**config.mk**
```make
export PLATFORM = sky130hd
export DESIGN_NAME = apb_uart_bridge
export DESIGN_NICKNAME = d
export VERILOG_FILES = /design/src/mini_soc_pkg.sv /design/src/apb_uart_bridge.sv
export SDC_FILE = /design/constraint.sdc
export NUM_CORES = 1
export LEC_CHECK = 0
export BUFFER_PORTS_ARGS = -buffer_cell sky130_fd_sc_hd__clkbuf_2
export CAP_MARGIN = 20
export CORE_AREA = 2 2 103 105
export DETAILED_ROUTE_END_ITERATION = 8
export DIE_AREA = 0 0 105 107
export GPL_ROUTABILITY_DRIVEN = 1
export HOLD_SLACK_MARGIN = 0.15
export MAX_ROUTING_LAYER = met4
export PLACE_DENSITY = 0.72
export RECOVER_POWER = 25
export SETUP_SLACK_MARGIN = 0.3
export SLEW_MARGIN = 20
export SYNTH_ARGS = -nofsm -noshare
export SYNTH_HDL_FRONTEND = slang
export SYNTH_SLANG_ARGS = --single-unit
```
**constraint.sdc**
```tcl
create_clock -name clk_i -period 7.6 [get_ports clk_i]
set_input_delay 1.52 -clock clk_i [delete_from_list [all_inputs] [get_ports clk_i]]
set_output_delay 1.52 -clock clk_i [all_outputs]
set_load 0.01 [all_outputs]
```
**src/mini_soc_pkg.sv**
```systemverilog
// Mini SoC shared definitions
`default_nettype none

package mini_soc_pkg;

  ////////////////////////////////////////////////////////////////////////////
  // Bus types
  ////////////////////////////////////////////////////////////////////////////

  // Byte address on the master port
  typedef logic [31:0] addr_t;

  // Narrow data path
  typedef logic [63:0] data_t;

  // One enable per data byte
  typedef logic [7:0] strb_t;

  // UART side of the APB bridge
  typedef logic [31:0] apb_data_t;

  localparam int unsigned DataBytes = $bits(data_t) / 8;

  // Low address bits that select a byte within a word
  localparam int unsigned ByteOffsetBits = $clog2(DataBytes);

  ////////////////////////////////////////////////////////////////////////////
  // Memory map
  ////////////////////////////////////////////////////////////////////////////

  // 1 GiB DRAM window, only partly backed by the L2
  localparam addr_t DramBase   = 32'h8000_0000;
  localparam addr_t DramLength = 32'h4000_0000;

  localparam addr_t UartBase   = 32'hC000_0000;
  localparam addr_t UartLength = 32'h0000_1000;

  localparam addr_t CtrlBase   = 32'hD000_0000;
  localparam addr_t CtrlLength = 32'h0000_1000;

  ////////////////////////////////////////////////////////////////////////////
  // Control register offsets
  ////////////////////////////////////////////////////////////////////////////

  localparam addr_t CtrlExitOffset     = 32'h0000_0000;
  localparam addr_t CtrlHwCntEnOffset  = 32'h0000_0008;

  // Read-only DRAM window bounds
  localparam addr_t CtrlDramBaseOffset = 32'h0000_0010;
  localparam addr_t CtrlDramEndOffset  = 32'h0000_0018;

endpackage : mini_soc_pkg

`default_nettype wire

```
**src/apb_uart_bridge.sv**
```systemverilog
// APB bridge toward the UART
`default_nettype none

module apb_uart_bridge (
  input  logic                    clk_i,
  input  logic                    reset_i,
  // Bus side
  input  logic                    req_i,
  input  logic                    we_i,
  input  mini_soc_pkg::addr_t     addr_i,
  input  mini_soc_pkg::data_t     wdata_i,
  output logic                    valid_o,
  output logic                    err_o,
  output mini_soc_pkg::data_t     rdata_o,
  // APB side
  output logic                    uart_psel_o,
  output logic                    uart_penable_o,
  output logic                    uart_pwrite_o,
  output mini_soc_pkg::addr_t     uart_paddr_o,
  output mini_soc_pkg::apb_data_t uart_pwdata_o,
  input  mini_soc_pkg::apb_data_t uart_prdata_i,
  input  logic                    uart_pready_i,
  input  logic                    uart_pslverr_i
);

  typedef enum logic [1:0] {
    StIdle,
    StSetup,
    StAccess
  } state_e;

  state_e                  state_q;
  state_e                  state_d;
  mini_soc_pkg::addr_t     paddr_q;
  mini_soc_pkg::apb_data_t pwdata_q;
  logic                    pwrite_q;
  logic                    valid_q;
  logic                    err_q;
  mini_soc_pkg::data_t     rdata_q;
  logic                    done;

  ////////////////////////////////////////////////////////////////////////////
  // Transfer FSM
  ////////////////////////////////////////////////////////////////////////////

  // Access phase completes when the UART is ready
  assign done = (state_q == StAccess) && uart_pready_i;

  always_comb begin
    state_d = state_q;
    unique case (state_q)
      StIdle: begin
        if (req_i) begin
          state_d = StSetup;
        end
      end
      StSetup: begin
        state_d = StAccess;
      end
      StAccess: begin
        if (uart_pready_i) begin
          state_d = StIdle;
        end
      end
      default: begin
        state_d = StIdle;
      end
    endcase
  end

  always_ff @(posedge clk_i) begin
    if (reset_i) begin
      state_q <= StIdle;
      valid_q <= 1'b0;
      err_q   <= 1'b0;
    end else begin
      state_q <= state_d;
      valid_q <= done;
      err_q   <= done && uart_pslverr_i;
    end
  end

  // Request capture and read data
  always_ff @(posedge clk_i) begin
    if (req_i && (state_q == StIdle)) begin
      paddr_q  <= addr_i - mini_soc_pkg::UartBase;
      pwrite_q <= we_i;
      pwdata_q <= wdata_i[$bits(mini_soc_pkg::apb_data_t)-1:0];
    end
    if (done) begin
      rdata_q <= (pwrite_q || uart_pslverr_i) ? '0 : mini_soc_pkg::data_t'(uart_prdata_i);
    end
  end

  assign uart_psel_o    = state_q != StIdle;
  assign uart_penable_o = state_q == StAccess;
  assign uart_pwrite_o  = pwrite_q;
  assign uart_paddr_o   = paddr_q;
  assign uart_pwdata_o  = pwdata_q;

  assign valid_o = valid_q;
  assign err_o   = err_q;
  assign rdata_o = rdata_q;

  // One outstanding request from the master
  a_req_idle: assert property (@(posedge clk_i) disable iff (reset_i)
    req_i |-> (state_q == StIdle))
    else $error("UART request while a transfer is in flight");

  a_penable_psel: assert property (@(posedge clk_i) disable iff (reset_i)
    uart_penable_o |-> (uart_psel_o && $past(uart_psel_o)))
    else $error("penable without a preceding setup phase");

endmodule : apb_uart_bridge

`default_nettype wire

```
==> results.json <==
{
  "fin_area_um2": 4780,
  "drc": 0,
  "peakVddDrop_uv": 88.1,
  "fin_crit_sh_pct": 40.7,
  "ctsHoldBuffers": 0,
  "path_clk_slew_ns": 0.10,
  "avgRoutedWirePerCell_um": 14.0,
  "final_common_cell": "clkbuf_2",
  "antenna_found_initial": 1,
  "hold_path_class": "flip-flop to flip-flop",
  "first_pass_iters": 4,
  "p_leak_uw": 0.00211,
  "cts_resized": 0,
  "cts_tree": "done",
  "track_usage_pct": 13.4,
  "clkSinkCount": 101,
  "failed_checks": "capacitance limit, slew limit",
  "p_per_area_nw_per_um2": 222,
  "die_h_um": 107,
  "cap_violations": 1,
  "rrSetupSlack_ns": 5.12,
  "hold_viol": 0,
  "area.growth.synth_to_final_pct": 34.5,
  "ys_ff_latch": 101,
  "viasPerCell": 4.01,
  "initial_core_util_pct": 35.2,
  "fmax_mhz": 323,
  "rr_endpoint": "rdata_o[4]",
  "ant_nets": 0,
  "drive_gt1_share_pct": 53.5,
  "utilization_pct": 47.4,
  "min_path_cells": 1,
  "grt_pass1_wl_mm": 10.8,
  "outcome": "finished, violations left",
  "regToRegStartpoint": "state_q[1]",
  "postRouteWirelength_mm": 7.50,
  "fin_skew_ns": 0.0116,
  "coreArea_um2": 10100,
  "ios": 267,
  "min-delay-start": "state_q[1]",
  "rsz0062_at_grt": "false",
  "cp_max_fo": 32,
  "worstPathRequired_ns": 7.56,
  "path_class": "input pin to flip-flop",
  "yosys_warnings": 0,
  "rows": 37,
  "cts_made_buffers": 9,
  "clock_latency_ns": 0.36,
  "cts_buffer_depth": 2,
  "fin_nets": 527,
  "tightest_slew_ns": 1.77,
  "fin_tns_setup_ns": 0,
  "maxSlewViolCount": 33,
  "cp.arrival_ns": 3.05,
  "vias": 2144,
  "syn_area_um2": 3560,
  "ys_types": 16,
  "start_kind": "input pin",
  "p_total_uw": 1060,
  "hold_slack_ns": 0.641,
  "clockRootBuffer": "clkbuf_8",
  "synth-seq-area-share_pct": 84.2,
  "place.gp.congestion": 0.730,
  "relSlewSlack_pct": -18.0,
  "dp_hpwl_mm": 5.79,
  "first_iter_violations": 58,
  "io_buffers": 202,
  "htree_num_levels": 3,
  "r2r_cells": 3,
  "netlist_instances": 182,
  "grt_pass1_vias": 2094,
  "post_synth.cell_area_avg_um2": 19.5,
  "placed_cell_area_um2": 4610,
  "die-area_um2": 11200,
  "layout_common_cells": "194 x clkbuf_2, 97 x edfxtp_1, 33 x and2_1",
  "postCtsSetupBuffers": 0,
  "die_x_um": 105,
  "n_fill_cell": 932,
  "period_needed_ns": 3.09,
  "grt_overflow": 0,
  "finalSetupViolCount": 0,
  "cp-end-kind": "flip-flop",
  "hold_end": "valid_o",
  "grt_max_degree": 67
}
==> stage by stage <==
stage	std cells	worst slack (ns)
after global routing	535	4.30
final	535	4.51
after CTS	534	4.89
after global placement	518	4.79
after detailed placement	518	4.77
after floorplan	213	3.08
==> worst max-delay path, cell delays in order <==
cell      delay (ns)
clkbuf_1        0.11
and2_0          0.14
clkbuf_1        1.27
==> cells by family after synthesis <==
family	Yosys count	synth area share, %
other cells	1	0.105
xor+xnor	1	0.246
buf+inv	36	7.49
compound gates	1	0.211
flops	101	84.2
simple gates	42	7.78
==> power breakdown <==
group	leakage [uW]	internal (uW)	total [uW]	switching (uW)
clock network	0.0000869	124	313	190
registers	0.000955	644	652	8.06
logic	0.00107	40.2	95.7	55.5
total	0.00211	808	1060	253
==> flip-flops by register name, summed over array words and instances (netlist names) <==
name           cells
uart_paddr_o      32
state_q            2
uart_pwrite_o      1
uart_pwdata_o     32
rdata_o           32
err_o              1
valid_o            1
==> how the worst max path moves through the flow <==
| stage | to | slack (ns) | cells past startpoint | from |
|---|---|---|---|---|
| 6_report | rdata_o[4] | 4.51 | 3 | uart_pready_i |
| 5_1_grt | rdata_o[24] | 4.30 | 3 | uart_pready_i |
| 4_1_cts | uart_penable_o | 4.89 | 2 | state_q[1] |
| 3_5_place_dp | uart_pwdata_o[8] | 4.77 | 3 | req_i |
| 3_3_place_gp | uart_paddr_o[21] | 4.79 | 3 | req_i |
| 2_1_floorplan | uart_paddr_o[0] | 3.08 | 1 | req_i |
==> synth_stat cells <==
master | instances | area, um2
a21o_1 | 1 | 7.51
and2_1 | 34 | 213
and4bb_1 | 1 | 12.5
buf_4 | 35 | 263
conb_1 | 1 | 3.75
dfxtp_1 | 4 | 80.1
edfxtp_1 | 97 | 2910
inv_1 | 1 | 3.75
nor2_1 | 1 | 3.75
nor2_2 | 1 | 6.26
nor2b_1 | 1 | 6.26
nor2b_2 | 1 | 8.76
nor3b_1 | 1 | 7.51
nor3b_2 | 1 | 12.5
or2_1 | 1 | 6.26
xor2_1 | 1 | 8.76
==> layout make-up <==
cell class | count | area (um2) | area share, %
Timing Repair Buffer | 204 | 1010 | 21.2
Tap cell | 136 | 170 | 3.56
Inverter | 1 | 3.75 | 0.0785
Clock inverter | 7 | 58.8 | 1.23
Clock buffer | 9 | 124 | 2.59
Sequential cell | 101 | 2990 | 62.6
Antenna cell | 1 | 2.50 | 0.0523
Multi-Input combinational cell | 76 | 419 | 8.76
==> layer usage <==
metal	track usage (%)	up-vias	wire length (um)
met5	-	-	0
met4	4.86	0	86
met3	5.35	7	825
met2	21.6	150	3760
met1	15.3	977	2830
li1	-	1010	-
(Power assumes the default switching activity.)
