--- src/mini_soc_pkg.sv ---
// Mini SoC shared definitions
`default_nettype none

package mini_soc_pkg;

  ////////////////////////////////////////////////////////////////////////////
  // Bus types
  ////////////////////////////////////////////////////////////////////////////

  // Byte address on the master port
  typedef logic [31:0] addr_t;

  // Narrow data path
  typedef logic [63:0] data_t;

  // One enable per data byte
  typedef logic [7:0] strb_t;

  // UART side of the APB bridge
  typedef logic [31:0] apb_data_t;

  localparam int unsigned DataBytes = $bits(data_t) / 8;

  // Low address bits that select a byte within a word
  localparam int unsigned ByteOffsetBits = $clog2(DataBytes);

  ////////////////////////////////////////////////////////////////////////////
  // Memory map
  ////////////////////////////////////////////////////////////////////////////

  // 1 GiB DRAM window, only partly backed by the L2
  localparam addr_t DramBase   = 32'h8000_0000;
  localparam addr_t DramLength = 32'h4000_0000;

  localparam addr_t UartBase   = 32'hC000_0000;
  localparam addr_t UartLength = 32'h0000_1000;

  localparam addr_t CtrlBase   = 32'hD000_0000;
  localparam addr_t CtrlLength = 32'h0000_1000;

  ////////////////////////////////////////////////////////////////////////////
  // Control register offsets
  ////////////////////////////////////////////////////////////////////////////

  localparam addr_t CtrlExitOffset     = 32'h0000_0000;
  localparam addr_t CtrlHwCntEnOffset  = 32'h0000_0008;

  // Read-only DRAM window bounds
  localparam addr_t CtrlDramBaseOffset = 32'h0000_0010;
  localparam addr_t CtrlDramEndOffset  = 32'h0000_0018;

endpackage : mini_soc_pkg

`default_nettype wire

--- src/ctrl_registers.sv ---
// SoC control registers
`default_nettype none

module ctrl_registers (
  input  logic                clk_i,
  input  logic                reset_i,
  input  logic                req_i,
  input  logic                we_i,
  input  mini_soc_pkg::addr_t addr_i,
  input  mini_soc_pkg::strb_t be_i,
  input  mini_soc_pkg::data_t wdata_i,
  output logic                valid_o,
  output logic                err_o,
  output mini_soc_pkg::data_t rdata_o,
  output mini_soc_pkg::data_t exit_o,
  output mini_soc_pkg::data_t hw_cnt_en_o
);

  mini_soc_pkg::addr_t offset;
  mini_soc_pkg::data_t rd_val;
  logic                acc_err;
  logic                wr_exit;
  logic                wr_cnt_en;
  mini_soc_pkg::data_t exit_q;
  mini_soc_pkg::data_t hw_cnt_en_q;
  mini_soc_pkg::data_t rdata_q;
  logic                valid_q;
  logic                err_q;

  function automatic mini_soc_pkg::data_t be_merge(mini_soc_pkg::data_t old_val,
                                                   mini_soc_pkg::data_t new_val,
                                                   mini_soc_pkg::strb_t be);
    mini_soc_pkg::data_t res;
    res = old_val;
    for (int b = 0; b < $bits(mini_soc_pkg::strb_t); b++) begin
      if (be[b]) begin
        res[8*b +: 8] = new_val[8*b +: 8];
      end
    end
    return res;
  endfunction

  assign offset = addr_i - mini_soc_pkg::CtrlBase;

  // Register select
  always_comb begin
    rd_val  = '0;
    acc_err = 1'b0;
    case (offset)
      mini_soc_pkg::CtrlExitOffset:     rd_val = exit_q;
      mini_soc_pkg::CtrlHwCntEnOffset:  rd_val = hw_cnt_en_q;
      mini_soc_pkg::CtrlDramBaseOffset: begin
        rd_val  = mini_soc_pkg::data_t'(mini_soc_pkg::DramBase);
        acc_err = we_i;
      end
      mini_soc_pkg::CtrlDramEndOffset: begin
        rd_val  = mini_soc_pkg::data_t'(mini_soc_pkg::DramBase)
                + mini_soc_pkg::data_t'(mini_soc_pkg::DramLength);
        acc_err = we_i;
      end
      default: acc_err = 1'b1;
    endcase
  end

  assign wr_exit   = req_i && we_i && (offset == mini_soc_pkg::CtrlExitOffset);
  assign wr_cnt_en = req_i && we_i && (offset == mini_soc_pkg::CtrlHwCntEnOffset);

  always_ff @(posedge clk_i) begin
    if (reset_i) begin
      exit_q      <= '0;
      hw_cnt_en_q <= '0;
      valid_q     <= 1'b0;
      err_q       <= 1'b0;
    end else begin
      valid_q <= req_i;
      err_q   <= req_i && acc_err;
      if (wr_exit) begin
        exit_q <= be_merge(exit_q, wdata_i, be_i);
      end
      if (wr_cnt_en) begin
        hw_cnt_en_q <= be_merge(hw_cnt_en_q, wdata_i, be_i);
      end
    end
  end

  // Writes and errors answer with zero
  always_ff @(posedge clk_i) begin
    if (req_i) begin
      rdata_q <= (we_i || acc_err) ? '0 : rd_val;
    end
  end

  assign valid_o     = valid_q;
  assign err_o       = err_q;
  assign rdata_o     = rdata_q;
  assign exit_o      = exit_q;
  assign hw_cnt_en_o = hw_cnt_en_q;

endmodule : ctrl_registers

`default_nettype wire

--- config.mk ---
export PLATFORM = sky130hd
export DESIGN_NAME = ctrl_registers
export DESIGN_NICKNAME = d
export VERILOG_FILES = /design/src/mini_soc_pkg.sv /design/src/ctrl_registers.sv
export SDC_FILE = /design/constraint.sdc
export NUM_CORES = 1
export LEC_CHECK = 0
export BUFFER_PORTS_ARGS = -buffer_cell sky130_fd_sc_hd__buf_2
export CAP_MARGIN = 25
export CORE_ASPECT_RATIO = 0.75
export CORE_MARGIN = 3
export CORE_UTILIZATION = 50
export CTS_BUF_LIST = sky130_fd_sc_hd__clkbuf_4 sky130_fd_sc_hd__clkbuf_8 sky130_fd_sc_hd__clkbuf_16
export CTS_CLUSTER_DIAMETER = 50
export DETAILED_ROUTE_END_ITERATION = 7
export PLACE_DENSITY = 0.78
export SLEW_MARGIN = 20
export SYNTH_ARGS = -nofsm -noshare
export SYNTH_HDL_FRONTEND = slang
export SYNTH_SLANG_ARGS = --single-unit
--- constraint.sdc ---
create_clock -name clk_i -period 2.4 [get_ports clk_i]
set_clock_uncertainty 0.1 [all_clocks]
set_input_delay 0.24 -clock clk_i [delete_from_list [all_inputs] [get_ports clk_i]]
set_output_delay 0.24 -clock clk_i [all_outputs]
set_load 0.05 [all_outputs]
==> results.md <==
- Hold Startpoint: wdata_i[12]
- R2r setup slk: 1.27 ns
- Num CTS Buffers: 17
- Most common cell after layout, fill and taps aside: buf_2
- Pwr dens: 611 mW/mm2
- Sink Count: roughly 190
- Sw frac: 24.7%
- Crit path launch: we_i
- Hold slack: roughly 0.023 ns
- Tcrit/Tclk final: 74.5%
- Int Power: 5.31 mW
- Most frequent cells in the layout: buf_2, a21oi_1, nand4_1
- Top-Level Pins: 302
- Net switching power: 1.74 mW
- Hold Crit Depth: 3
- Placed Instances: about 1,400
- Detailed-route via count: 9,420
- Initial Util: 51.5%
- Layout Nets: 1,328
- Clock share of power: 42.1%
- VDD IR max: 0.431 mV
- Setup_tns: 0 ns
- Synth cell types: 23
- Clk Latency, worst-skew pair: 0.42 ns
- Seq pwr share: 49.0%
- Vias in the first global route: around 8,600
- Clock Pin Slew Worst Setup and Hold Paths: 0.07 ns
- Clk buf depth: 2
- Detail Route Antenna Nets: 0
- First-pass GRT wire length: 47,200 um
- Relative slew margins: 56.0%
- Mapped Nets: 1,045
- Cell Rows: 41
- DR iter-0 viols: 1,111
- Reg2reg start: exit_o[31]$_SDFFE_PP0P_
- RSZ-0062 raised after global routing: no
- Avg Synthesized Cell Area: 9.30 um2
- Post-CTS Setup Bufs: 0
- Leak: 4.17 nW
- Worst-case reg-to-reg path depth: 3
- Gr ovfl total: 0
- Crit start category: input pin
- Total GRT Usage: 30.6%
- First-pass DRT Iterations: 6
- Mean number of vias per cell: 6.50
- Root Buffer: clkbuf_16
- CP endpoint: exit_o[49]$_SDFFE_PP0P_
- Detailed-route wire length: 30,500 um
- Reg-to-reg endpoint: rdata_o[31]$_SDFFCE_PP0P_
- Final Hold Vio Count: 0
- Register area share after synthesis: 51.9%
- Post_cts resized: 0
- CP arrival: 1.98 ns
- Yosys warns: 0
- Post-route DRC: 0
- Final Util: 68.2%
- GPL Wtd Cong: 0.827
- Die X: 158 um
- Ratio of cells with drive above 1 in the final layout: 29.9%
- Comb power frac: 8.9%
- Worst min path class: in2reg
- Slew Limit Fails: 0
- Max cap viols: 0
- Max frequency: 559 MHz
- Core area: roughly 0.017 mm2
- Clock H-tree levels: 4
- Setup crit end kind: flip-flop
- Worst-margin pin slew: 0.661 ns
- Die area: 0.0191 mm2
- Die height: 120 um
- Pin count of the biggest net entering global routing: 129
- Area growth, synth to finish: 32.4%
- Fillers: 1,328
- CTS tree: yes
- Worst-path fanout max: 16
- Status: complete, no violations
- Initial antenna violation count: 1
- Dpl hpwl: 18,600 um
- Synthesis-stage register bit count: between 150 and 200
- Mean routed wirelength per cell: between 20 and 25 um
- Final setup viols: 0
- Layout Cells excl Fill: 1,449
- Final Critical Period: roughly 1.8 ns
- Synth Cell Area: 0.00872 mm2
- Port Buffers: 301
- Worst path required time: 2.59 ns
- Cells after Synth: 937
- CP Class: in2reg
[cells by family (layout without fill, tap and decap cells)]
logic type	after synthesis	count (layout)	share of synthesized area (%)
AOI/OAI and AO/OA	322	322	22.2
and+or+nand+nor	293	293	19.7
DFF	194	194	51.9
buffers and inverters	128	424	6.24
other	0	1	0
[synthesized netlist by cell type (all sizes together)]
| library cell | count | area, um2 |
|---|---|---|
| a211oi | 1 | 7.51 |
| a21oi | 191 | 956 |
| and2 | 1 | 6.26 |
| and3 | 9 | 56.3 |
| and4 | 4 | 35.0 |
| and4b | 1 | 10.0 |
| buf | 51 | 255 |
| clkbuf | 77 | 289 |
| dfxtp | 130 | 2600 |
| edfxtp | 64 | 1920 |
| nand2 | 10 | 37.5 |
| nand3 | 124 | 621 |
| nand4 | 131 | 820 |
| nor2 | 2 | 7.51 |
| nor2b | 2 | 12.5 |
| nor3 | 1 | 5.00 |
| nor4 | 7 | 88.8 |
| nor4b | 1 | 15.0 |
| o21ai | 2 | 10.0 |
| o31ai | 128 | 961 |
[power groups by stage]
stage / Clock [mW] / Combinational [mW] / Sequential [mW]
floorplan: 0 / 0.0880 / 3.74
global placement: 0 / 0.537 / 3.53
detailed placement: 0 / 0.539 / 3.53
CTS: 2.99 / 0.619 / 3.46
global route: 3.10 / 0.655 / 3.46
finish: 2.97 / 0.626 / 3.46
[area by class of cell]
cell class	count	area [um2]	share of cell area (%)
Antenna cell	1	2.50	0.0217
Timing Repair Buffer	392	2480	21.5
Tap cell	215	269	2.33
Sequential cell	194	4520	39.2
Clock buffer	20	448	3.88
Multi-Input combinational cell	615	3660	31.7
Clock inverter	12	155	1.34
[state kept, by name, indices dropped and copies added, names as in the netlist]
register     cells
exit_o          64
valid_o          1
rdata_o         64
hw_cnt_en_o     64
err_o            1
[per-stage QoR]
step                cell area (um2)  setup WS [ns]  power [mW]
detailed placement            10300          0.212        4.07
floorplan                      8720          0.624        3.83
finish                        11500          0.611        7.05
CTS                           11500          0.608        7.06
global route                  11500          0.450        7.22
global placement              10300          0.275        4.07
[repair_timing]
action / in CTS / in global routing
hold buffers: 61 / 0
setup endpoints to repair: 0 / 0
endpoints found under the hold margin: 116 / 0
[routing by layer]
layer	share of wire, %	global-route usage [%]	routed length, um
met1	41	42.4	12500
met2	46	47.1	14100
met3	10	6.69	3150
met4	2.6	11.3	783
met5	0	0	0
[worst max-delay path: stages]
cell and delay, ns:
buf_2 0.24, and2_1 0.47, nand2_1 0.47, o31ai_1 0.43, a21oi_1 0.12
[how the worst min path moves through the flow]
stage | end
after detailed placement | hw_cnt_en_o[10]$_SDFFE_PP0P_
after CTS | exit_o[23]$_SDFFE_PP0P_
final | exit_o[12]$_SDFFE_PP0P_
after floorplan | valid_o$_SDFF_PP0_
after global routing | exit_o[23]$_SDFFE_PP0P_
after global placement | hw_cnt_en_o[23]$_SDFFE_PP0P_
Power figures use the tool's default switching activity.
