`config.mk`:
```
export PLATFORM = sky130hd
export DESIGN_NAME = soc_addr_decoder
export DESIGN_NICKNAME = d
export VERILOG_FILES = /design/src/mini_soc_pkg.sv /design/src/soc_addr_decoder.sv
export SDC_FILE = /design/constraint.sdc
export NUM_CORES = 1
export LEC_CHECK = 0
export BUFFER_PORTS_ARGS = -buffer_cell sky130_fd_sc_hd__buf_2
export CORE_AREA = 2 2 116 118
export CTS_CLUSTER_SIZE = 14
export DETAILED_ROUTE_END_ITERATION = 7
export DIE_AREA = 0 0 118 120
export PLACE_DENSITY_LB_ADDON = 0.15
export SLEW_MARGIN = 10
export SYNTH_ARGS = -nofsm -noshare
export SYNTH_HDL_FRONTEND = slang
export SYNTH_SLANG_ARGS = --single-unit
```
`constraint.sdc`:
```
create_clock -name clk_i -period 1.2 [get_ports clk_i]
set_clock_uncertainty 0.1 [all_clocks]
set_input_delay 0.06 -clock clk_i [delete_from_list [all_inputs] [get_ports clk_i]]
set_output_delay 0.06 -clock clk_i [all_outputs]
set_load 0.05 [all_outputs]
```
`src/mini_soc_pkg.sv`:
```
// Mini SoC shared definitions
`default_nettype none

package mini_soc_pkg;

  ////////////////////////////////////////////////////////////////////////////
  // Bus types
  ////////////////////////////////////////////////////////////////////////////

  // Byte address on the master port
  typedef logic [31:0] addr_t;

  // Narrow data path
  typedef logic [63:0] data_t;

  // One enable per data byte
  typedef logic [7:0] strb_t;

  // UART side of the APB bridge
  typedef logic [31:0] apb_data_t;

  localparam int unsigned DataBytes = $bits(data_t) / 8;

  // Low address bits that select a byte within a word
  localparam int unsigned ByteOffsetBits = $clog2(DataBytes);

  ////////////////////////////////////////////////////////////////////////////
  // Memory map
  ////////////////////////////////////////////////////////////////////////////

  // 1 GiB DRAM window, only partly backed by the L2
  localparam addr_t DramBase   = 32'h8000_0000;
  localparam addr_t DramLength = 32'h4000_0000;

  localparam addr_t UartBase   = 32'hC000_0000;
  localparam addr_t UartLength = 32'h0000_1000;

  localparam addr_t CtrlBase   = 32'hD000_0000;
  localparam addr_t CtrlLength = 32'h0000_1000;

  ////////////////////////////////////////////////////////////////////////////
  // Control register offsets
  ////////////////////////////////////////////////////////////////////////////

  localparam addr_t CtrlExitOffset     = 32'h0000_0000;
  localparam addr_t CtrlHwCntEnOffset  = 32'h0000_0008;

  // Read-only DRAM window bounds
  localparam addr_t CtrlDramBaseOffset = 32'h0000_0010;
  localparam addr_t CtrlDramEndOffset  = 32'h0000_0018;

endpackage : mini_soc_pkg

`default_nettype wire

```
`src/soc_addr_decoder.sv`:
```
// Mini SoC address decoder
`default_nettype none

module soc_addr_decoder #(
  parameter int unsigned L2NumWords = 1024
) (
  input  logic                clk_i,
  input  logic                reset_i,
  // Master request
  input  logic                req_i,
  input  mini_soc_pkg::addr_t addr_i,
  // Target strobes
  output logic                l2_req_o,
  output logic                uart_req_o,
  output logic                ctrl_req_o,
  // Target responses
  input  logic                l2_valid_i,
  input  logic                uart_valid_i,
  input  logic                ctrl_valid_i,
  input  logic                uart_err_i,
  input  logic                ctrl_err_i,
  input  mini_soc_pkg::data_t l2_rdata_i,
  input  mini_soc_pkg::data_t uart_rdata_i,
  input  mini_soc_pkg::data_t ctrl_rdata_i,
  // Master response
  output logic                rsp_valid_o,
  output logic                rsp_err_o,
  output mini_soc_pkg::data_t rsp_rdata_o
);

  // Bytes actually backed by the L2
  localparam mini_soc_pkg::addr_t L2Bytes =
    mini_soc_pkg::addr_t'(L2NumWords * mini_soc_pkg::DataBytes);

  localparam int unsigned TgtL2   = 0;
  localparam int unsigned TgtUart = 1;
  localparam int unsigned TgtCtrl = 2;

  mini_soc_pkg::addr_t dram_off;
  mini_soc_pkg::addr_t uart_off;
  mini_soc_pkg::addr_t ctrl_off;
  logic                l2_hit;
  logic                uart_hit;
  logic                ctrl_hit;
  logic [2:0]          pend_q;
  logic                dec_err_q;
  logic [2:0]          tgt_valid;

  ////////////////////////////////////////////////////////////////////////////
  // Request path
  ////////////////////////////////////////////////////////////////////////////

  // Offsets wrap below the base, so one compare covers both bounds
  assign dram_off = addr_i - mini_soc_pkg::DramBase;
  assign uart_off = addr_i - mini_soc_pkg::UartBase;
  assign ctrl_off = addr_i - mini_soc_pkg::CtrlBase;

  assign l2_hit   = (dram_off < mini_soc_pkg::DramLength) && (dram_off < L2Bytes);
  assign uart_hit = uart_off < mini_soc_pkg::UartLength;
  assign ctrl_hit = ctrl_off < mini_soc_pkg::CtrlLength;

  assign l2_req_o   = req_i && l2_hit;
  assign uart_req_o = req_i && uart_hit;
  assign ctrl_req_o = req_i && ctrl_hit;

  always_ff @(posedge clk_i) begin
    if (reset_i) begin
      pend_q    <= '0;
      dec_err_q <= 1'b0;
    end else begin
      if (req_i) begin
        pend_q <= {ctrl_hit, uart_hit, l2_hit};
      end else if (rsp_valid_o) begin
        pend_q <= '0;
      end
      // Unmapped or beyond the L2 depth
      dec_err_q <= req_i && !(l2_hit || uart_hit || ctrl_hit);
    end
  end

  ////////////////////////////////////////////////////////////////////////////
  // Response path
  ////////////////////////////////////////////////////////////////////////////

  assign tgt_valid = {ctrl_valid_i, uart_valid_i, l2_valid_i} & pend_q;

  assign rsp_valid_o = (|tgt_valid) || dec_err_q;
  assign rsp_err_o   = dec_err_q
                    || (tgt_valid[TgtUart] && uart_err_i)
                    || (tgt_valid[TgtCtrl] && ctrl_err_i);

  // Own error response falls through to zero
  always_comb begin
    rsp_rdata_o = '0;
    if (pend_q[TgtL2]) begin
      rsp_rdata_o = l2_rdata_i;
    end else if (pend_q[TgtUart]) begin
      rsp_rdata_o = uart_rdata_i;
    end else if (pend_q[TgtCtrl]) begin
      rsp_rdata_o = ctrl_rdata_i;
    end
  end

  a_one_strobe: assert property (@(posedge clk_i) disable iff (reset_i)
    $onehot0({l2_req_o, uart_req_o, ctrl_req_o}))
    else $error("more than one target strobe");

  // A target may only answer the request it was given
  a_valid_pending: assert property (@(posedge clk_i) disable iff (reset_i)
    ({ctrl_valid_i, uart_valid_i, l2_valid_i} & ~pend_q) == 3'b000)
    else $error("target response without pending request");

endmodule : soc_addr_decoder

`default_nettype wire
```
==> metrics.yaml, run 1 <==
floorplanning:
  dieArea_sq_um: 14200
  coreArea_sq_um: 13000
  start_util_pct: 11.7
  die_w_um: 118
  io_pins: 301
  rows: 42
  fp.dieH_um: 120
finish:
  final_util_pct: 42.4
  layout_common_cells: "buf_2 (213), nand2_1 (66), a22oi_2 (65)"
  syn2layout_area_growth_pct: 264
  fin_nets: 819
  nFillCells: 1274
  finalInstanceArea_sq_um: 5500
  drive_above_1_share_pct: 85.5
  multiInputGateArea_sq_um: 2420
  n_antenna_cell: 0
  stdcell_count: 761
  seq_area_sq_um: 88.8
  layout_commonest_cell: "buf_2"
min_path:
  worst_hold_path_type: "in2reg"
  whs_path_depth: 2
power:
  p_comb_share_pct: 43.6
  p_leak_nw: 2.32
  p_sw_w: 0.000289
  seqPwrFrac_pct: 11.6
  ir_drop_mv: 0.593
  p_int_w: 0.000849
  power_density_nw_per_um2: 207
  switching_share_pct: 25.4
  power_frac_clock_pct: 44.8
logic_synthesis:
  synth_edf_count: 0
  yosys_warnings: 0
  synthCells: 259
  ys_seq_area_share_pct: 5.29
  synth_cell_types: 27
  postSynth.asyncResetShare_pct: 0
  syn-cell-area_sq_um: 1510
  synth_area_per_cell_sq_um: 5.84
  synth_flop_cell: "dfxtp_1"
  synth-seq-cells: 4
  synthesis.nets: 491
global_route:
  grt_pass1_vias: 3462
  grt_pass1_wl_um: 16900
  grt_usage_pct: 14.4
  overflow: 0
  antenna_found_initial: 0
  grt_max_degree: 35
worst_setup_path:
  path_class: "reg2out"
  endpoint_kind: "output port"
  cp_data_required_time_ns: 1.04
  worstSetupEndpoint: "rsp_rdata_o[25]"
  reg2reg_slack_ns: -0.16
  start_kind: "flip-flop"
  arrival_ns: 1.45
  r2r_cells: 6
  reg2reg_to: "pend_q[0]"
  reg2reg_from: "pend_q[1]"
  crit_fanout: 14
  startpoint: "pend_q[1]"
placed_design:
  port_buffers: 288
  dp_slack_ns: -0.290
  place_area_sq_um: 4530
  gp_congestion: 0.885
  dp_cells: 743
  dp_hpwl_um: 8620
timing:
  drv_slew: 0
  finalSetupViolCount: 72
  max_freq_ghz: 0.621
  holdWs_ns: 0.0336
  finalCritPeriodShare_pct: 134
  rsz0062_at_grt: "yes"
  fin_ws_ns: -0.409
  fin_crit_ns: 1.61
  slew_headroom_pct: 78.1
  worst-slew-pin-transition_ns: 0.324
  finalHoldViolCount: 0
route:
  ant_nets: 0
  viasPerCell: 4.44
  drc: 0
  drt-initial-drc-count: 61
  routedWlPerCell_um: 15.0
  vias: 3377
  wl_um: 11400
  drtPass1Iterations: 4
clock_network:
  clockRootBuffer: "clkbuf_16"
  cts_buffer_depth: 2
  clk_pin_slew_ns: 0.03
  cts.sinks: 4
  insertion_delay_ns: 0.22
  cts_tree: "yes"
  htree_levels: 1
  cts_buffers: 3
run_status:
  status: "finished with violations"
  violations: "negative setup slack"
run:
  cap_violations: 0
[logic make-up after synthesis]
logic type	synth area share [%]
AO/OA/AOI/OAI	56.9
buffers and inverters	9.59
flip-flops	5.29
AND/OR/NAND/NOR	28.2
[final cells by class]
cell class / count / area share [%]
Timing Repair Buffer: 351 / 48.9
Multi-Input combinational cell: 225 / 43.9
Tap cell: 176 / 4.00
Sequential cell: 4 / 1.61
Clock buffer: 3 / 1.36
Inverter: 2 / 0.136
[cell usage after synthesis, drive strengths merged, types with 2 or more instances]
library cell / n / share of area [%]
a22oi: 65 / 32
buf: 14 / 5.6
clkbuf: 14 / 3.5
dfxtp: 4 / 5.3
inv: 2 / 0.50
nand2: 69 / 17
nand3: 2 / 0.99
nand4: 5 / 2.1
nor2: 2 / 0.50
nor4: 5 / 3.5
o21ai: 67 / 22
[worst min path at each step]
stage	from	end	slack, ns
finish	req_i	dec_err_q	0.03
global route	req_i	dec_err_q	0.04
CTS	req_i	dec_err_q	0.03
detailed placement	req_i	dec_err_q	0.26
global placement	req_i	dec_err_q	0.26
floorplan	addr_i[30]	l2_req_o	0.09
[power by group through the flow]
stage,Combinational [W],Clock (W),Sequential (W)
finish,0.000496,0.000510,0.000132
global route,0.000539,0.000535,0.000132
floorplan,0.0000472,0,0.000138
detailed placement,0.000459,0,0.000134
global placement,0.000457,0,0.000134
CTS,0.000489,0.000519,0.000132
[flip-flops by register name, summed over array words and instances, names as in the netlist]
register	cells
pend_q	3
dec_err_q	1
[layer usage]
| layer | part of all wire, % | global-route usage [%] | vias up |
|---|---|---|---|
| met5 | 0 | 0 | - |
| met4 | 2.5 | 1.88 | 0 |
| met3 | 6.7 | 2.80 | 18 |
| met2 | 53 | 28.7 | 167 |
| met1 | 38 | 16.0 | 1551 |
| li1 | - | - | 1641 |
[worst max-delay path, cell delays in order (launching register included)]
cell and delay (ns):
dfxtp_4 0.34, nor2b_4 0.16, buf_4 0.14, buf_12 0.15
a22oi_2 0.09, o21ai_4 0.15, buf_6 0.17
[stage by stage]
| step | total power (W) | TNS, ns |
|---|---|---|
| 2_1_floorplan | 0.000185 | -10.88 |
| 3_3_place_gp | 0.000591 | -16.48 |
| 3_5_place_dp | 0.000593 | -17.51 |
| 4_1_cts | 0.00114 | -26.52 |
| 5_1_grt | 0.00121 | -28.95 |
| 6_report | 0.00114 | -24.92 |
[timing repair]
action,4_1_cts,5_1_grt
cloned,3,5
pin swaps,16,45
resized for setup,165,27
hold buffers,0,0
buffers inserted,9,1
setup endpoints to repair,72,73
Power figures use the tool's default switching activity.
==> run 2, diff against run 1 <==
- ABC_AREA: not set -> 1
- CORE_AREA: 2 2 116 118 -> 2 2 117 119
- DIE_AREA: 0 0 118 120 -> 0 0 119 121
- GPL_TIMING_DRIVEN: not set -> 0
==> run 2 against run 1 <==
Final area fell by 0.50%. Register-to-register slack improved by 0.12 ns. Utilization fell by 0.55 points. Global-route usage is 0.51 points higher. The run still ends with negative setup slack left. Highest routed layer unchanged. Critical path type unchanged. Sequential power about the same.
==> metrics.yaml, run 2 <==
min_path:
  worst_hold_path_type: "in2reg"
  whs_path_depth: 3
  hold_path_startpoint: "req_i"
global_route:
  grt_pass1_vias: 3472
  grt_pass1_wl_um: 17300
  antenna_found_initial: 0
  overflow: 0
  grt_max_degree: 11
  grt_usage_pct: 14.9
finish:
  syn2layout_area_growth_pct: 240
  reg_top3: "pend_q (3), dec_err_q (1)"
  largest_register_ff_count: 3
  n_antenna_cell: 0
  layout_common_cells: "buf_2 (220), nand2_1 (75), a22oi_2 (63)"
  layout_commonest_cell: "buf_2"
  fin_nets: 837
  finalInstanceArea_sq_um: 5470
  drive_above_1_share_pct: 81.9
  top_register: "pend_q"
  stdcell_count: 779
logic_synthesis:
  postSynth.asyncResetShare_pct: 0
  synthTopCellsByArea: "a22oi_1 (30%), o21ai_1 (19%), nand2_1 (18%)"
  synth_edf_count: 0
  yosysTopAreaCell: "a22oi_1"
  yosys_warnings: 0
  synth_top_area_share_pct: 29.9
  syn-cell-area_sq_um: 1610
  synth_area_per_cell_sq_um: 5.67
  synthCells: 284
  synth_commonest_cells: "nand2_1 (79), a22oi_1 (64), o21ai_1 (60)"
  synth.most_common_cell: "nand2_1"
  synth_cell_types: 18
  synth-seq-cells: 4
  synthesis.nets: 516
  synth_flop_cell: "dfxtp_1"
  ys_seq_area_share_pct: 4.98
floorplanning:
  dieArea_sq_um: 14400
  rows: 42
  io_pins: 301
  coreArea_sq_um: 13100
  die_w_um: 119
  fp.dieH_um: 121
  start_util_pct: 12.3
placed_design:
  gp_congestion: 0.797
  dp_cells: 748
  dp_slack_ns: -0.659
  dp_hpwl_um: 9200
  place_area_sq_um: 4080
  port_buffers: 288
clock_network:
  cts_tree: "yes"
  cts_buffers: 3
  insertion_delay_ns: 0.22
  cts_buffer_depth: 2
  clockRootBuffer: "clkbuf_16"
  htree_levels: 1
  clk_pin_slew_ns: 0.03
  cts.sinks: 4
timing:
  max_freq_ghz: 0.610
  fin_crit_ns: 1.64
  finalCritPeriodShare_pct: 137
  slew_headroom_pct: 64.4
  rsz0062_at_grt: "yes"
  finalSetupViolCount: 68
  fin_ws_ns: -0.440
  worst-slew-pin-transition_ns: 0.534
  drv_slew: 0
  finalHoldViolCount: 0
worst_setup_path:
  startpoint: "pend_q[2]"
  cp_cell_sequence: "inv_4 -> nor2_8 -> buf_12 -> clkbuf_16 -> a22oi_2 -> o21ai_4 -> buf_8"
  slowest_delay_ns: 0.35
  start_kind: "flip-flop"
  arrival_ns: 1.48
  reg2reg_from: "pend_q[0]"
  path_class: "reg2out"
  crit_fanout: 5
  cp_data_required_time_ns: 1.04
  endpoint_kind: "output port"
  r2r_cells: 7
  critPathSlowestCell: "dfxtp_4"
route:
  routedWlPerCell_um: 15.6
  viasPerCell: 4.48
  ant_nets: 0
  wl_um: 12200
  vias: 3489
  drc: 0
  drtPass1Iterations: 4
  drt-initial-drc-count: 98
power:
  power_density_nw_per_um2: 205
  power_w: 0.00112
  seqPwrFrac_pct: 11.6
  p_leak_nw: 2.35
  p_sw_w: 0.000290
  p_int_w: 0.000830
  switching_share_pct: 25.9
  power_frac_clock_pct: 46.2
  p_comb_share_pct: 42.2
  ir_drop_mv: 0.231
run_status:
  status: "finished with violations"
  violations: "negative setup slack"
run:
  cap_violations: 0
==> run 2: final cells by class <==
cell class	count	area, sq um
Fill cell	1308	7610
Timing Repair Buffer	317	2350
Multi-Input combinational cell	242	2350
Buffer	27	347
Tap cell	176	220
Sequential cell	4	91.3
Clock buffer	3	75.1
Inverter	10	40.0
==> run 2: what timing repair did <==
action                                  CTS  global route
pin swaps                                 8            49
gates cloned                              3             6
hold endpoints to repair                  3             0
endpoints found under the setup margin   72            72
resized for setup                       206            57
hold buffers                              1             0
setup buffers                             9            10
==> run 2: metrics by stage <==
step,hold WS [ns],setup TNS [ns],util (%)
2_1_floorplan,0.0217,-7.38,-
3_3_place_gp,0.161,-37.57,31.1
3_5_place_dp,0.160,-38.27,31.1
4_1_cts,0.0576,-28.50,38.4
5_1_grt,0.0732,-30.00,41.8
6_report,0.0609,-26.42,41.8
==> run 2: final timing paths <==
check | end | slack [ns]
max reg2reg | pend_q[2] | -0.04
min | pend_q[1] | 0.06
min reg2reg | pend_q[2] | 0.43
max | rsp_rdata_o[38] | -0.44
==> run 2: cells by family after synthesis <==
| kind of cell | Yosys count | share of synthesized area [%] |
|---|---|---|
| AO/OA/AOI/OAI | 131 | 50.7 |
| buffers and inverters | 38 | 15.8 |
| flip-flops | 4 | 4.98 |
| AND/OR/NAND/NOR | 111 | 28.5 |
==> run 2: layer usage <==
metal | global-route usage [%] | wire length [um] | part of all wire (%) | vias to the layer above
met3 | 2.87 | 860 | 7.1 | 7
met5 | 0 | 0 | 0 | -
li1 | - | - | - | 1675
met2 | 30.5 | 6730 | 55 | 176
met1 | 16.2 | 4500 | 37 | 1631
met4 | 1.34 | 71 | 0.58 | 0
==> run 2: power by group through the flow <==
stage	Clock (W)	Combinational, W	Sequential, W
global route	0.000535	0.000516	0.000129
finish	0.000517	0.000473	0.000129
CTS	0.000524	0.000449	0.000134
floorplan	0	0.0000400	0.000138
global placement	0	0.000411	0.000138
detailed placement	0	0.000419	0.000138
==> run 2: worst max-delay path: cells and delay by family, from the launching register on <==
kind | cells | cell delay, ns
buf+inv | 4 | 0.51
flops | 1 | 0.35
compound gates | 2 | 0.22
simple gates | 1 | 0.16
==> run 3, diff against run 2 <==
- SKIP_CTS_REPAIR_TIMING: not set -> 1
==> run 3 against run 2 <==
The run still ends with negative setup slack left. Highest routed layer unchanged. Cell count decreased by 0.39%. Count of clock-buffer cells in the layout unchanged. Power decreased by 0.53%. Critical path type unchanged.
==> metrics.yaml, run 3 (same netlist as run 2, synthesis figures left out) <==
run_status:
  status: "finished with violations"
  violations: "negative setup slack"
finish:
  drive_above_1_share_pct: 80.5
  stdcell_count: 776
  fin_nets: 834
  top_register: "pend_q"
  layout_common_cells: "buf_2 (225), nand2_1 (77), a22oi_2 (60), o21ai_4 (60), buf_6 (56)"
  largest_register_ff_count: 3
  final_util_pct: 40.8
  nFillCells: 1343
  layout_commonest_cell: "buf_2"
  n_antenna_cell: 0
  reg_top3: "pend_q (3), dec_err_q (1)"
  syn2layout_area_growth_pct: 232
timing:
  fin_ws_ns: -0.423
  finalHoldViolCount: 0
  worst-slew-pin-transition_ns: 0.546
  rsz0062_at_grt: "yes"
  slew_headroom_pct: 63.6
  finalCritPeriodShare_pct: 135
  setup_tns_ns: -24.88
  finalSetupViolCount: 68
  fin_crit_ns: 1.62
  drv_slew: 0
  max_freq_ghz: 0.616
route:
  drtPass1Iterations: 4
  vias: 3439
  ant_nets: 0
  drc: 0
  wl_um: 11900
  viasPerCell: 4.43
  drt-initial-drc-count: 98
  routedWlPerCell_um: 15.4
worst_setup_path:
  crit_family: "buffers and inverters"
  reg2reg_slack_ns: -0.04
  critPathSlowestCell: "dfxtp_4"
  reg2reg_from: "pend_q[0]"
  reg2reg_to: "pend_q[2]"
  arrival_ns: 1.46
  slowest_delay_ns: 0.36
  crit_buf_inv: 3
  crit_fanout: 5
  cp_cell_sequence: "inv_6 -> nor2_4 -> clkbuf_16 -> a22oi_2 -> o21ai_4 -> buf_6"
  path_class: "reg2out"
  start_kind: "flip-flop"
  endpoint_kind: "output port"
  r2r_cells: 7
  cp_data_required_time_ns: 1.04
floorplanning:
  start_util_pct: 12.3
  rows: 42
  fp.dieH_um: 121
  io_pins: 301
  coreArea_sq_um: 13100
  dieArea_sq_um: 14400
  die_w_um: 119
power:
  p_leak_nw: 2.30
  power_w: 0.00111
  ir_drop_mv: 0.242
  power_density_nw_per_um2: 209
min_path:
  whs_path_depth: 3
  worst_hold_path_type: "in2reg"
  hold_path_startpoint: "req_i"
  hold_end: "pend_q[1]"
global_route:
  grt_max_degree: 11
  grt_pass1_wl_um: 16300
  grt_usage_pct: 14.0
  grt_pass1_vias: 3313
  antenna_found_initial: 0
  overflow: 0
run:
  cap_violations: 0
clock_network:
  clockRootBuffer: "clkbuf_16"
  cts_tree: "yes"
  cts_buffers: 3
  htree_levels: 1
  insertion_delay_ns: 0.22
  cts_buffer_depth: 2
  clk_pin_slew_ns: 0.03
  cts.sinks: 4
placed_design:
  dp_hpwl_um: 9200
  port_buffers: 288
  dp_slack_ns: -0.659
  dp_cells: 748
  gp_congestion: 0.797
[run 3: changes by cell type in the layout (fill, tap and decap cells not counted), moves of 3 or more]
| cell | previous run | this run |
|---|---|---|
| buf_2 | 220 | 225 |
| buf_16 | 4 | 0 |
| a22oi_1 | 1 | 4 |
| a22oi_2 | 63 | 60 |
| buf_6 | 59 | 56 |
| clkbuf_4 | 6 | 3 |
[run 3: tightest hold or removal path, delay by kind of cell]
| family | cells | cell delay [ns] |
|---|---|---|
| AND/OR/NAND/NOR | 1 | 0.11 |
| buffers and inverters | 1 | 0.12 |
| AO/OA/AOI/OAI | 1 | 0.05 |
[run 3: final cells by class]
cell class / count / area, sq um / share of cell area [%]
multi-input combinational: 243 / 2320 / 43.4
timing repair buffer: 313 / 2260 / 42.3
buffer: 27 / 334 / 6.26
tap: 176 / 220 / 4.13
sequential: 4 / 91.3 / 1.71
clock buffer: 3 / 75.1 / 1.41
inverter: 10 / 42.5 / 0.797
[run 3: power breakdown]
group	internal, W	switching [W]
clock	0.000426	0.0000928
sequential	0.000129	0.000000439
combinational	0.000273	0.000193
total	0.000828	0.000286
[run 3: through the flow]
step | hold slack [ns] | instance area (sq um)
floorplan | 0.0217 | 2410
global placement | 0.161 | 4080
detailed placement | 0.160 | 4080
CTS | -0.0712 | 4150
global route | 0.0726 | 5340
finish | 0.0613 | 5340
[run 3: routing by layer]
layer  vias to the layer above  wire length, um  GRT usage (%)
li1                       1671                -              -
met1                      1582             4480           15.6
met2                       175             6530           27.9
met3                        11              820           2.54
met4                         0              110           1.79
met5                         -                0              0
[run 3: worst max path at each step]
| stage | from | end | slack (ns) | cells after the start |
|---|---|---|---|---|
| floorplan | pend_q[1] | rsp_rdata_o[37] | -0.13 | 5 |
| global placement | pend_q[0] | rsp_rdata_o[62] | -0.64 | 6 |
| detailed placement | pend_q[0] | rsp_rdata_o[62] | -0.66 | 6 |
| CTS | pend_q[0] | rsp_rdata_o[62] | -0.90 | 6 |
| global route | pend_q[2] | rsp_rdata_o[61] | -0.48 | 6 |
| finish | pend_q[2] | rsp_rdata_o[61] | -0.42 | 6 |
